[config.mk]
export PLATFORM = sky130hd
export DESIGN_NAME = rd_master_top
export DESIGN_NICKNAME = d
export VERILOG_FILES = /design/src/rtl/rd_master_pkg.sv /design/src/rtl/rd_request_setup.sv /design/src/rtl/rd_addr_issue.sv /design/src/rtl/rd_data_track.sv /design/src/rtl/rd_master_top.sv
export SDC_FILE = /design/constraint.sdc
export NUM_CORES = 1
export LEC_CHECK = 0
export ABC_AREA = 1
export BUFFER_PORTS_ARGS = -buffer_cell sky130_fd_sc_hd__buf_2
export CORE_MARGIN = 2
export CORE_UTILIZATION = 47
export CTS_BUF_LIST = sky130_fd_sc_hd__clkbuf_16
export DETAILED_ROUTE_END_ITERATION = 8
export PLACE_DENSITY_LB_ADDON = 0.25
export SLEW_MARGIN = 5
export SYNTH_ARGS = -nofsm -noshare
export SYNTH_HDL_FRONTEND = slang
export SYNTH_HIERARCHICAL = 1
export SYNTH_SLANG_ARGS = --single-unit
[constraint.sdc]
create_clock -name aclk -period 1.8 [get_ports aclk]
set_input_delay 0.09 -clock aclk [delete_from_list [all_inputs] [get_ports aclk]]
set_output_delay 0.09 -clock aclk [all_outputs]
set_load 0.02 [all_outputs]
[src/rtl/rd_master_pkg.sv]
// Read master widths, burst limits, vector types and AR channel state encoding

package rd_master_pkg;

  //////////////////////////////////////////////////
  // Bus geometry
  //////////////////////////////////////////////////

  // Byte address width of the AXI4 master
  localparam int addr_w = 32;
  // Read data width, one beat
  localparam int data_w = 32;
  // Width of the transfer size input, in bytes
  localparam int xfer_size_w = 20;

  // Bytes carried by one beat
  localparam int bus_bytes = data_w / 8;
  localparam int log_bus_bytes = $clog2(bus_bytes);

  //////////////////////////////////////////////////
  // Burst limits
  //////////////////////////////////////////////////

  // AXI4 protocol ceilings for INCR bursts
  localparam int axi_max_burst_len = 256;
  localparam int axi_max_burst_bytes = 4096;

  // Full burst length, bounded by both the beat limit and the 4 KB boundary
  localparam int burst_len = (axi_max_burst_bytes / bus_bytes < axi_max_burst_len) ?
                             axi_max_burst_bytes / bus_bytes : axi_max_burst_len;
  localparam int log_burst_len = $clog2(burst_len);

  // Address step between consecutive bursts
  localparam int burst_bytes = burst_len * bus_bytes;

  // Bursts allowed open on the bus at once
  localparam int max_outstanding = 4;

  // Derived counter widths
  localparam int beat_cnt_w = xfer_size_w - log_bus_bytes;
  localparam int burst_cnt_w = beat_cnt_w - log_burst_len;
  localparam int arlen_w = 8;
  localparam int outstanding_w = $clog2(max_outstanding + 1);

  //////////////////////////////////////////////////
  // Vector types
  //////////////////////////////////////////////////

  typedef logic [addr_w-1:0] addr_t;
  typedef logic [data_w-1:0] data_t;
  typedef logic [xfer_size_w-1:0] xfer_size_t;
  // Beat count minus one
  typedef logic [beat_cnt_w-1:0] beat_cnt_t;
  // Burst count minus one, used as a countdown
  typedef logic [burst_cnt_w-1:0] burst_cnt_t;
  typedef logic [arlen_w-1:0] arlen_t;
  // Free burst slots, 0 up to max_outstanding
  typedef logic [outstanding_w-1:0] outstanding_t;

  // AR channel states
  // ar_idle has nothing left to issue, ar_wait holds arvalid low between bursts
  typedef enum logic [1:0] {
    ar_idle,
    ar_wait,
    ar_valid
  } ar_state_t;

endpackage

[src/rtl/rd_request_setup.sv]
// Request capture with address alignment, size rounding, burst split and launch delay

`timescale 1ns/1ps

module rd_request_setup (
  input  logic                      aclk,
  input  logic                      areset,
  input  logic                      ctrl_start,
  input  rd_master_pkg::addr_t      ctrl_addr_offset,
  input  rd_master_pkg::xfer_size_t ctrl_xfer_size_in_bytes,
  output logic                      launch,
  output rd_master_pkg::addr_t      base_addr,
  output rd_master_pkg::burst_cnt_t num_bursts,
  output rd_master_pkg::arlen_t     final_len,
  output logic                      single_burst
);

  // Size in whole words, truncated
  rd_master_pkg::beat_cnt_t size_words;
  // Leftover bytes past the last whole word
  logic                     size_has_tail;
  // Rounded beat count minus one
  rd_master_pkg::beat_cnt_t total_len;
  // First stage of the launch delay
  logic                     start_d1;
  // Upper part of the beat count is the burst count minus one
  rd_master_pkg::burst_cnt_t bursts_m1;

  //////////////////////////////////////////////////
  // Size rounding
  //////////////////////////////////////////////////

  assign size_words = ctrl_xfer_size_in_bytes[rd_master_pkg::xfer_size_w-1:
                                              rd_master_pkg::log_bus_bytes];
  assign size_has_tail = |ctrl_xfer_size_in_bytes[rd_master_pkg::log_bus_bytes-1:0];

  // Capture on the strobe
  // A partial word rounds up, which cancels the minus one
  always_ff @(posedge aclk) begin
    if (ctrl_start) begin
      total_len <= size_has_tail ? size_words : size_words - 1'b1;
      // Align down to the burst span so no burst crosses a 4 KB boundary
      base_addr <= ctrl_addr_offset &
                   ~rd_master_pkg::addr_t'(rd_master_pkg::burst_bytes - 1);
    end
  end

  //////////////////////////////////////////////////
  // Burst plan
  //////////////////////////////////////////////////

  assign bursts_m1 = total_len[rd_master_pkg::beat_cnt_w-1:rd_master_pkg::log_burst_len];

  // Split one cycle after capture so the plan lines up with launch
  always_ff @(posedge aclk) begin
    if (start_d1) begin
      num_bursts   <= bursts_m1;
      // Low bits are the length of the final burst in arlen form
      final_len    <= rd_master_pkg::arlen_t'(total_len[rd_master_pkg::log_burst_len-1:0]);
      single_burst <= (bursts_m1 == '0);
    end
  end

  //////////////////////////////////////////////////
  // Launch delay
  //////////////////////////////////////////////////

  // Two flops from the strobe to launch
  always_ff @(posedge aclk) begin
    if (areset) begin
      start_d1 <= 1'b0;
      launch   <= 1'b0;
    end else begin
      start_d1 <= ctrl_start;
      launch   <= start_d1;
    end
  end

endmodule

[src/rtl/rd_addr_issue.sv]
// AR channel FSM with address stepping, burst countdown and outstanding-burst limit

`timescale 1ns/1ps

module rd_addr_issue (
  input  logic                      aclk,
  input  logic                      areset,
  input  logic                      launch,
  input  rd_master_pkg::addr_t      base_addr,
  input  rd_master_pkg::burst_cnt_t num_bursts,
  input  rd_master_pkg::arlen_t     final_len,
  input  logic                      single_burst,
  input  logic                      burst_closed,
  input  logic                      m_axi_arready,
  output logic                      m_axi_arvalid,
  output rd_master_pkg::addr_t      m_axi_araddr,
  output rd_master_pkg::arlen_t     m_axi_arlen
);

  rd_master_pkg::ar_state_t    state;
  rd_master_pkg::ar_state_t    state_next;
  // AR handshake this cycle
  logic                        arxfer;
  // Bursts still to issue after the current one
  rd_master_pkg::burst_cnt_t   bursts_to_go;
  // Current AR request is the final burst of the transfer
  logic                        is_last;
  // Free slots for open bursts
  rd_master_pkg::outstanding_t vacancy;
  logic                        stall_ar;
  rd_master_pkg::addr_t        addr;

  assign arxfer   = m_axi_arvalid & m_axi_arready;
  assign stall_ar = (vacancy == '0);

  //////////////////////////////////////////////////
  // AR state machine
  //////////////////////////////////////////////////

  always_comb begin
    state_next = state;
    case (state)
      rd_master_pkg::ar_idle: begin
        if (launch) begin
          state_next = rd_master_pkg::ar_wait;
        end
      end
      rd_master_pkg::ar_wait: begin
        // Hold off while every burst slot is taken
        if (!stall_ar) begin
          state_next = rd_master_pkg::ar_valid;
        end
      end
      rd_master_pkg::ar_valid: begin
        if (m_axi_arready) begin
          state_next = is_last ? rd_master_pkg::ar_idle : rd_master_pkg::ar_wait;
        end
      end
      default: state_next = rd_master_pkg::ar_idle;
    endcase
  end

  always_ff @(posedge aclk) begin
    if (areset) begin
      state <= rd_master_pkg::ar_idle;
    end else begin
      state <= state_next;
    end
  end

  // Valid straight from the state flop
  assign m_axi_arvalid = (state == rd_master_pkg::ar_valid);

  //////////////////////////////////////////////////
  // Address and burst countdown
  //////////////////////////////////////////////////

  // Step one burst span per accepted request
  always_ff @(posedge aclk) begin
    if (launch) begin
      addr <= base_addr;
    end else if (arxfer) begin
      addr <= addr + rd_master_pkg::addr_t'(rd_master_pkg::burst_bytes);
    end
  end

  always_ff @(posedge aclk) begin
    if (areset) begin
      bursts_to_go <= '0;
      is_last      <= 1'b0;
    end else if (launch) begin
      bursts_to_go <= num_bursts;
      is_last      <= single_burst;
    end else if (arxfer && !is_last) begin
      bursts_to_go <= bursts_to_go - 1'b1;
      // Next request is the last one once a single burst remains
      is_last      <= (bursts_to_go == rd_master_pkg::burst_cnt_t'(1));
    end
  end

  assign m_axi_araddr = addr;
  assign m_axi_arlen  = is_last ? final_len :
                        rd_master_pkg::arlen_t'(rd_master_pkg::burst_len - 1);

  //////////////////////////////////////////////////
  // Outstanding limit
  //////////////////////////////////////////////////

  // Issue takes a slot, a closed burst gives it back
  always_ff @(posedge aclk) begin
    if (areset) begin
      vacancy <= rd_master_pkg::outstanding_t'(rd_master_pkg::max_outstanding);
    end else begin
      case ({arxfer, burst_closed})
        2'b10:   vacancy <= vacancy - 1'b1;
        2'b01:   vacancy <= vacancy + 1'b1;
        default: vacancy <= vacancy;
      endcase
    end
  end

  // Slot count stays in range against closes reported by the data side
  assert property (@(posedge aclk) disable iff (areset)
    (vacancy <= rd_master_pkg::max_outstanding) &&
    !(stall_ar && arxfer && !burst_closed) &&
    !((vacancy == rd_master_pkg::max_outstanding) && burst_closed && !arxfer));

  // AR payload is held until accepted
  assert property (@(posedge aclk) disable iff (areset)
    (m_axi_arvalid && !m_axi_arready) |=>
      (m_axi_arvalid && $stable(m_axi_araddr) && $stable(m_axi_arlen)));

endmodule

[src/rtl/rd_data_track.sv]
// R channel to stream pass-through with burst completion countdown and done pulse

`timescale 1ns/1ps

module rd_data_track (
  input  logic                      aclk,
  input  logic                      areset,
  input  logic                      launch,
  input  rd_master_pkg::burst_cnt_t num_bursts,
  input  logic                      m_axi_rvalid,
  input  rd_master_pkg::data_t      m_axi_rdata,
  input  logic                      m_axi_rlast,
  input  logic                      m_axis_tready,
  output logic                      m_axi_rready,
  output logic                      m_axis_tvalid,
  output rd_master_pkg::data_t      m_axis_tdata,
  output logic                      m_axis_tlast,
  output logic                      burst_closed,
  output logic                      ctrl_done
);

  // Accepted beat
  logic                      rxfer;
  // Bursts still to complete after the current one
  rd_master_pkg::burst_cnt_t bursts_left;
  // A transfer is in flight
  logic                      active;
  logic                      final_close;

  //////////////////////////////////////////////////
  // Pass-through
  //////////////////////////////////////////////////

  // Stream back-pressure reaches the slave directly
  assign m_axi_rready  = m_axis_tready;
  assign m_axis_tvalid = m_axi_rvalid;
  assign m_axis_tdata  = m_axi_rdata;
  assign m_axis_tlast  = m_axi_rlast;

  assign rxfer        = m_axi_rvalid & m_axi_rready;
  // Last beat accepted frees one burst slot
  assign burst_closed = rxfer & m_axi_rlast;

  //////////////////////////////////////////////////
  // Completion tracking
  //////////////////////////////////////////////////

  assign final_close = burst_closed & active & (bursts_left == '0);

  always_ff @(posedge aclk) begin
    if (areset) begin
      bursts_left <= '0;
      active      <= 1'b0;
    end else if (launch) begin
      bursts_left <= num_bursts;
      active      <= 1'b1;
    end else if (final_close) begin
      active      <= 1'b0;
    end else if (burst_closed && active) begin
      bursts_left <= bursts_left - 1'b1;
    end
  end

  // Done one cycle after the closing beat
  always_ff @(posedge aclk) begin
    if (areset) begin
      ctrl_done <= 1'b0;
    end else begin
      ctrl_done <= final_close;
    end
  end

  assert property (@(posedge aclk) disable iff (areset)
    ctrl_done |=> !ctrl_done);

endmodule

[src/rtl/rd_master_top.sv]
// AXI4 read master top level joining request setup, AR issue and data tracking

`timescale 1ns/1ps

module rd_master_top (
  input  logic                      aclk,
  input  logic                      areset,

  // Control
  input  logic                      ctrl_start,
  output logic                      ctrl_done,
  input  rd_master_pkg::addr_t      ctrl_addr_offset,
  input  rd_master_pkg::xfer_size_t ctrl_xfer_size_in_bytes,

  // AXI4 read address channel
  output logic                      m_axi_arvalid,
  input  logic                      m_axi_arready,
  output rd_master_pkg::addr_t      m_axi_araddr,
  output rd_master_pkg::arlen_t     m_axi_arlen,

  // AXI4 read data channel
  input  logic                      m_axi_rvalid,
  output logic                      m_axi_rready,
  input  rd_master_pkg::data_t      m_axi_rdata,
  input  logic                      m_axi_rlast,

  // AXI4-Stream output
  output logic                      m_axis_tvalid,
  input  logic                      m_axis_tready,
  output rd_master_pkg::data_t      m_axis_tdata,
  output logic                      m_axis_tlast
);

  //////////////////////////////////////////////////
  // Burst plan shared by both channels
  //////////////////////////////////////////////////

  logic                      launch;
  rd_master_pkg::addr_t      base_addr;
  rd_master_pkg::burst_cnt_t num_bursts;
  rd_master_pkg::arlen_t     final_len;
  logic                      single_burst;
  // Data side tells the AR side a slot is free
  logic                      burst_closed;

  rd_request_setup i_rd_request_setup (
    .aclk                    (aclk),
    .areset                  (areset),
    .ctrl_start              (ctrl_start),
    .ctrl_addr_offset        (ctrl_addr_offset),
    .ctrl_xfer_size_in_bytes (ctrl_xfer_size_in_bytes),
    .launch                  (launch),
    .base_addr               (base_addr),
    .num_bursts              (num_bursts),
    .final_len               (final_len),
    .single_burst            (single_burst)
  );

  rd_addr_issue i_rd_addr_issue (
    .aclk          (aclk),
    .areset        (areset),
    .launch        (launch),
    .base_addr     (base_addr),
    .num_bursts    (num_bursts),
    .final_len     (final_len),
    .single_burst  (single_burst),
    .burst_closed  (burst_closed),
    .m_axi_arready (m_axi_arready),
    .m_axi_arvalid (m_axi_arvalid),
    .m_axi_araddr  (m_axi_araddr),
    .m_axi_arlen   (m_axi_arlen)
  );

  rd_data_track i_rd_data_track (
    .aclk          (aclk),
    .areset        (areset),
    .launch        (launch),
    .num_bursts    (num_bursts),
    .m_axi_rvalid  (m_axi_rvalid),
    .m_axi_rdata   (m_axi_rdata),
    .m_axi_rlast   (m_axi_rlast),
    .m_axis_tready (m_axis_tready),
    .m_axi_rready  (m_axi_rready),
    .m_axis_tvalid (m_axis_tvalid),
    .m_axis_tdata  (m_axis_tdata),
    .m_axis_tlast  (m_axis_tlast),
    .burst_closed  (burst_closed),
    .ctrl_done     (ctrl_done)
  );

endmodule

==> results_dict.tcl <==
set metrics [dict create \
    finalWeightedCongestion 0.877 \
    p_switching_mw 1.81 \
    met3_length_um 871 \
    final_critical_path_setup_slack_ps 140 \
    clkTransAtPathRegs_ps 50 \
    route.final.wire_length_mm 13.2 \
    synth-edff-count 91 \
    final_setup_vio_count 0 \
    critPathMaxFanout 5 \
    wire_length_of_the_first_global_routing_pass_mm 21.8 \
    cts_tree "yes" \
    die_w_um 121 \
    leading_cell_type_in_the_layout_fill_and_taps_excluded "nand2_1" \
    synth_area_per_cell_um2 8.49 \
    yosysUniqueCellTypes 36 \
    maxSlewViolCount 0 \
    share_clk_of_total_power 0.450 \
    slew_headroom 0.653 \
    synth_sequential_area_ratio 0.516 \
    grt_pass1_vias 4806 \
    fmax_mhz 603 \
    gr-total-overflow 0 \
    met2_length_mm 6.44 \
    cp.buffers_inverters 2 \
    synth.yosys.warnings 6 \
    detailedPlacementHpwl_mm 9.49 \
    finClkSkew_ps 10.9 \
    power_density_nw_per_um2 964 \
    wl_met1_mm 5.64 \
    area_growth_from_synthesis_to_layout_pct 20.5 \
    rsz0062_at_grt "no" \
    worstPathRequired_ps 2100 \
    seq_power_share 0.440 \
    die_height_um 121 \
    critPathArrivalTime_ps 1960 \
    ys_dominant_reg_cell "edfxtp_1" \
    grt_start_max_net_pins 49 \
    clkLatencyLatePin_ps 420 \
    power.ir.vdd_worst_mv 0.726 \
    path_delay_family "adder cells" \
    detail_route.vias_per_cell 4.90 \
    cts_post_setup_buffers_inserted 0 \
    detail_route.first_pass.iterations 5 \
    max_slew.worst_pin.slew_ps 520 \
    post_layout_utilization_of_the_core 0.583 \
    num_io_pins 168 \
    worst_hold_path_type "in2reg" \
    sw_frac_of_total 0.241 \
    critical-path-top-cell-by-count "inv_1" \
    synth_cells 761 \
    cpMaxStageDelayCell "fa_1" \
    clock_tree.htree_level_count 4 \
    dieArea_um2 14700 \
    route.vias.total 5161 \
    yosys_register_bits 121 \
    power.static_leakage_nw 3.41 \
    finalWorstPathRequiredPeriod_ps 1660 \
    cts_buf_count 17 \
    top_layer "met4" \
    timing_hold_violations_final 0 \
    n_fill_cell 1171 \
    final_antenna_net_count 0 \
    overall_fraction_of_global_route_tracks_in_use 0.188 \
    mapped_cell_area_um2 6460 \
    share_comb_of_total_power 0.110 \
    worstSetupStartpointType "register" \
    route.detailed.drc 0 \
    fin_total_pwr_mw 7.50 \
    run_status "finished clean" \
    dr.first_iter.drc_count 323 \
    ys_async_sr_fraction 0 \
    worst_path_largest_cell_delay_ps 380 \
    clock_sink_count 121 \
    critical_path.endpoint_type "register" \
    placement_rows 42 \
    post-place-ws_ps 136 \
    grt_antenna_before_repair 0 \
    design_internal_power_mw 5.69 \
    fin_tns_setup_ps 0 \
    start_util 0.484 \
    worst-setup-path-type "reg2reg" \
    holdWs_ps 34.6 \
    post_route_cells_drive_above_1_share 0.199 \
    clock_tree.root_cell "clkbuf_16" \
    wire_per_inst_um 12.5 \
    count_of_port_buffers_added_during_placement 93 \
    core-area_um2 13300 \
    ordered_list_of_cells_on_the_worst_path "inv_1, nand3_4, ha_1, inv_1, fa_1, nor2_1, nor3b_2, a21oi_1, o21ai_0" \
    cts_buffer_depth 2 \
    most_frequent_cells_in_the_layout "211 x nand2_1, 101 x nor2_1, 93 x buf_2, 91 x edfxtp_1, 75 x inv_1" \
    final_nets 963 \
    antennaDiodeCount 0 \
    maxCapViolCount 0 \
    final_min_period_over_clock_period 0.922 \
]
metrics by stage:
step / std cells / instance area [um2]
2_1_floorplan: 770 / 6490
3_3_place_gp: 987 / 6820
3_5_place_dp: 987 / 6820
4_1_cts: 1054 / 7770
5_1_grt: 1054 / 7780
6_report: 1054 / 7780
per-layer routing:
layer	global-route usage	vias up
met5	0	-
met4	0.0841	0
met3	0.0508	29
met2	0.309	163
met1	0.233	2341
li1	-	2628
synthesized netlist by cell type, types with 2 or more instances:
cell | count | area share
nor2_4 | 4 | 0.0070
nand2_2 | 4 | 0.0039
nand4_1 | 13 | 0.013
o31ai_1 | 2 | 0.0023
ha_1 | 6 | 0.012
nand2_1 | 211 | 0.12
o21bai_1 | 2 | 0.0023
nor2_2 | 4 | 0.0039
a21oi_1 | 22 | 0.017
inv_1 | 74 | 0.043
nand2_4 | 5 | 0.0087
inv_2 | 7 | 0.0041
dfxtp_1 | 30 | 0.093
o21ai_0 | 35 | 0.027
clkbuf_1 | 4 | 0.0023
xor2_1 | 12 | 0.016
nor2_1 | 103 | 0.060
nand3_4 | 2 | 0.0054
nand3_1 | 48 | 0.037
buf_2 | 8 | 0.0062
nor2_8 | 2 | 0.0062
or2_2 | 9 | 0.0087
edfxtp_1 | 91 | 0.42
nand3b_1 | 2 | 0.0023
buf_4 | 47 | 0.055
a31oi_1 | 4 | 0.0039
flip-flops by register name, indices dropped and copies added (netlist names), 2 cells and up:
register / cells
i_rd_request_setup/final_len: 8
i_rd_request_setup/total_len: 18
i_rd_request_setup/base_addr: 22
i_rd_addr_issue/bursts_to_go: 10
i_rd_addr_issue/vacancy: 3
i_rd_data_track/bursts_left: 10
i_rd_addr_issue/m_axi_araddr: 32
i_rd_addr_issue/state: 2
i_rd_request_setup/num_bursts: 10
layout make-up:
type                    instances  area (um2)  share of cell area
clock buffers                  17         425              0.0547
clock inverters                15         176              0.0227
inverters                      82         313              0.0402
multi-input cells             507        2440               0.313
flip-flops and latches        121        3330               0.429
well taps                     176         220              0.0283
repair buffers                136         876               0.113
power groups by stage:
stage,Sequential (mW),Clock (mW),Combinational (mW)
2_1_floorplan,3.37,0,0.619
3_3_place_gp,3.35,0,0.736
3_5_place_dp,3.36,0,0.760
4_1_cts,3.30,3.46,0.824
5_1_grt,3.32,3.57,0.936
6_report,3.30,3.38,0.826
kinds of logic (layout without fill, tap and decap cells):
| kind of cell | Yosys count | in the layout | synth area share |
|---|---|---|---|
| other cells | 1 | 10 | 0.000581 |
| buf+inv | 142 | 250 | 0.113 |
| xor+xnor | 13 | 13 | 0.0176 |
| compound gates | 68 | 68 | 0.0572 |
| simple gates | 409 | 409 | 0.280 |
| fa+ha+maj | 7 | 7 | 0.0147 |
| flops | 121 | 121 | 0.516 |
timing repair:
item / in CTS / in global routing
hold buffers: 35 / 0
setup endpoints to repair: 0 / 4
hold endpoints to repair: 35 / 0
resized for setup: 0 / 3
worst register-to-register path, delay by kind of cell, from the launching register on:
family          cells  cell delay (ps)
compound gates      2              200
buf+inv             2              160
flops               1              350
simple gates        3              300
fa+ha+maj           2              530
worst paths after layout:
path                                              from                                        end  slack [ps]  cells after the start
max              i_rd_addr_issue/state[0]$_SDFFE_PP0P_    i_rd_addr_issue/vacancy[2]$_SDFFE_PP1P_         140                      9
min                         ctrl_xfer_size_in_bytes[7]  i_rd_request_setup/total_len[5]$_DFFE_PP_          30                      2
max reg2reg      i_rd_addr_issue/state[0]$_SDFFE_PP0P_    i_rd_addr_issue/vacancy[2]$_SDFFE_PP1P_         140                      9
min reg2reg  i_rd_request_setup/total_len[7]$_DFFE_PP_  i_rd_request_setup/final_len[7]$_DFFE_PP_         420                      0
Power figures use the tool's default switching activity.
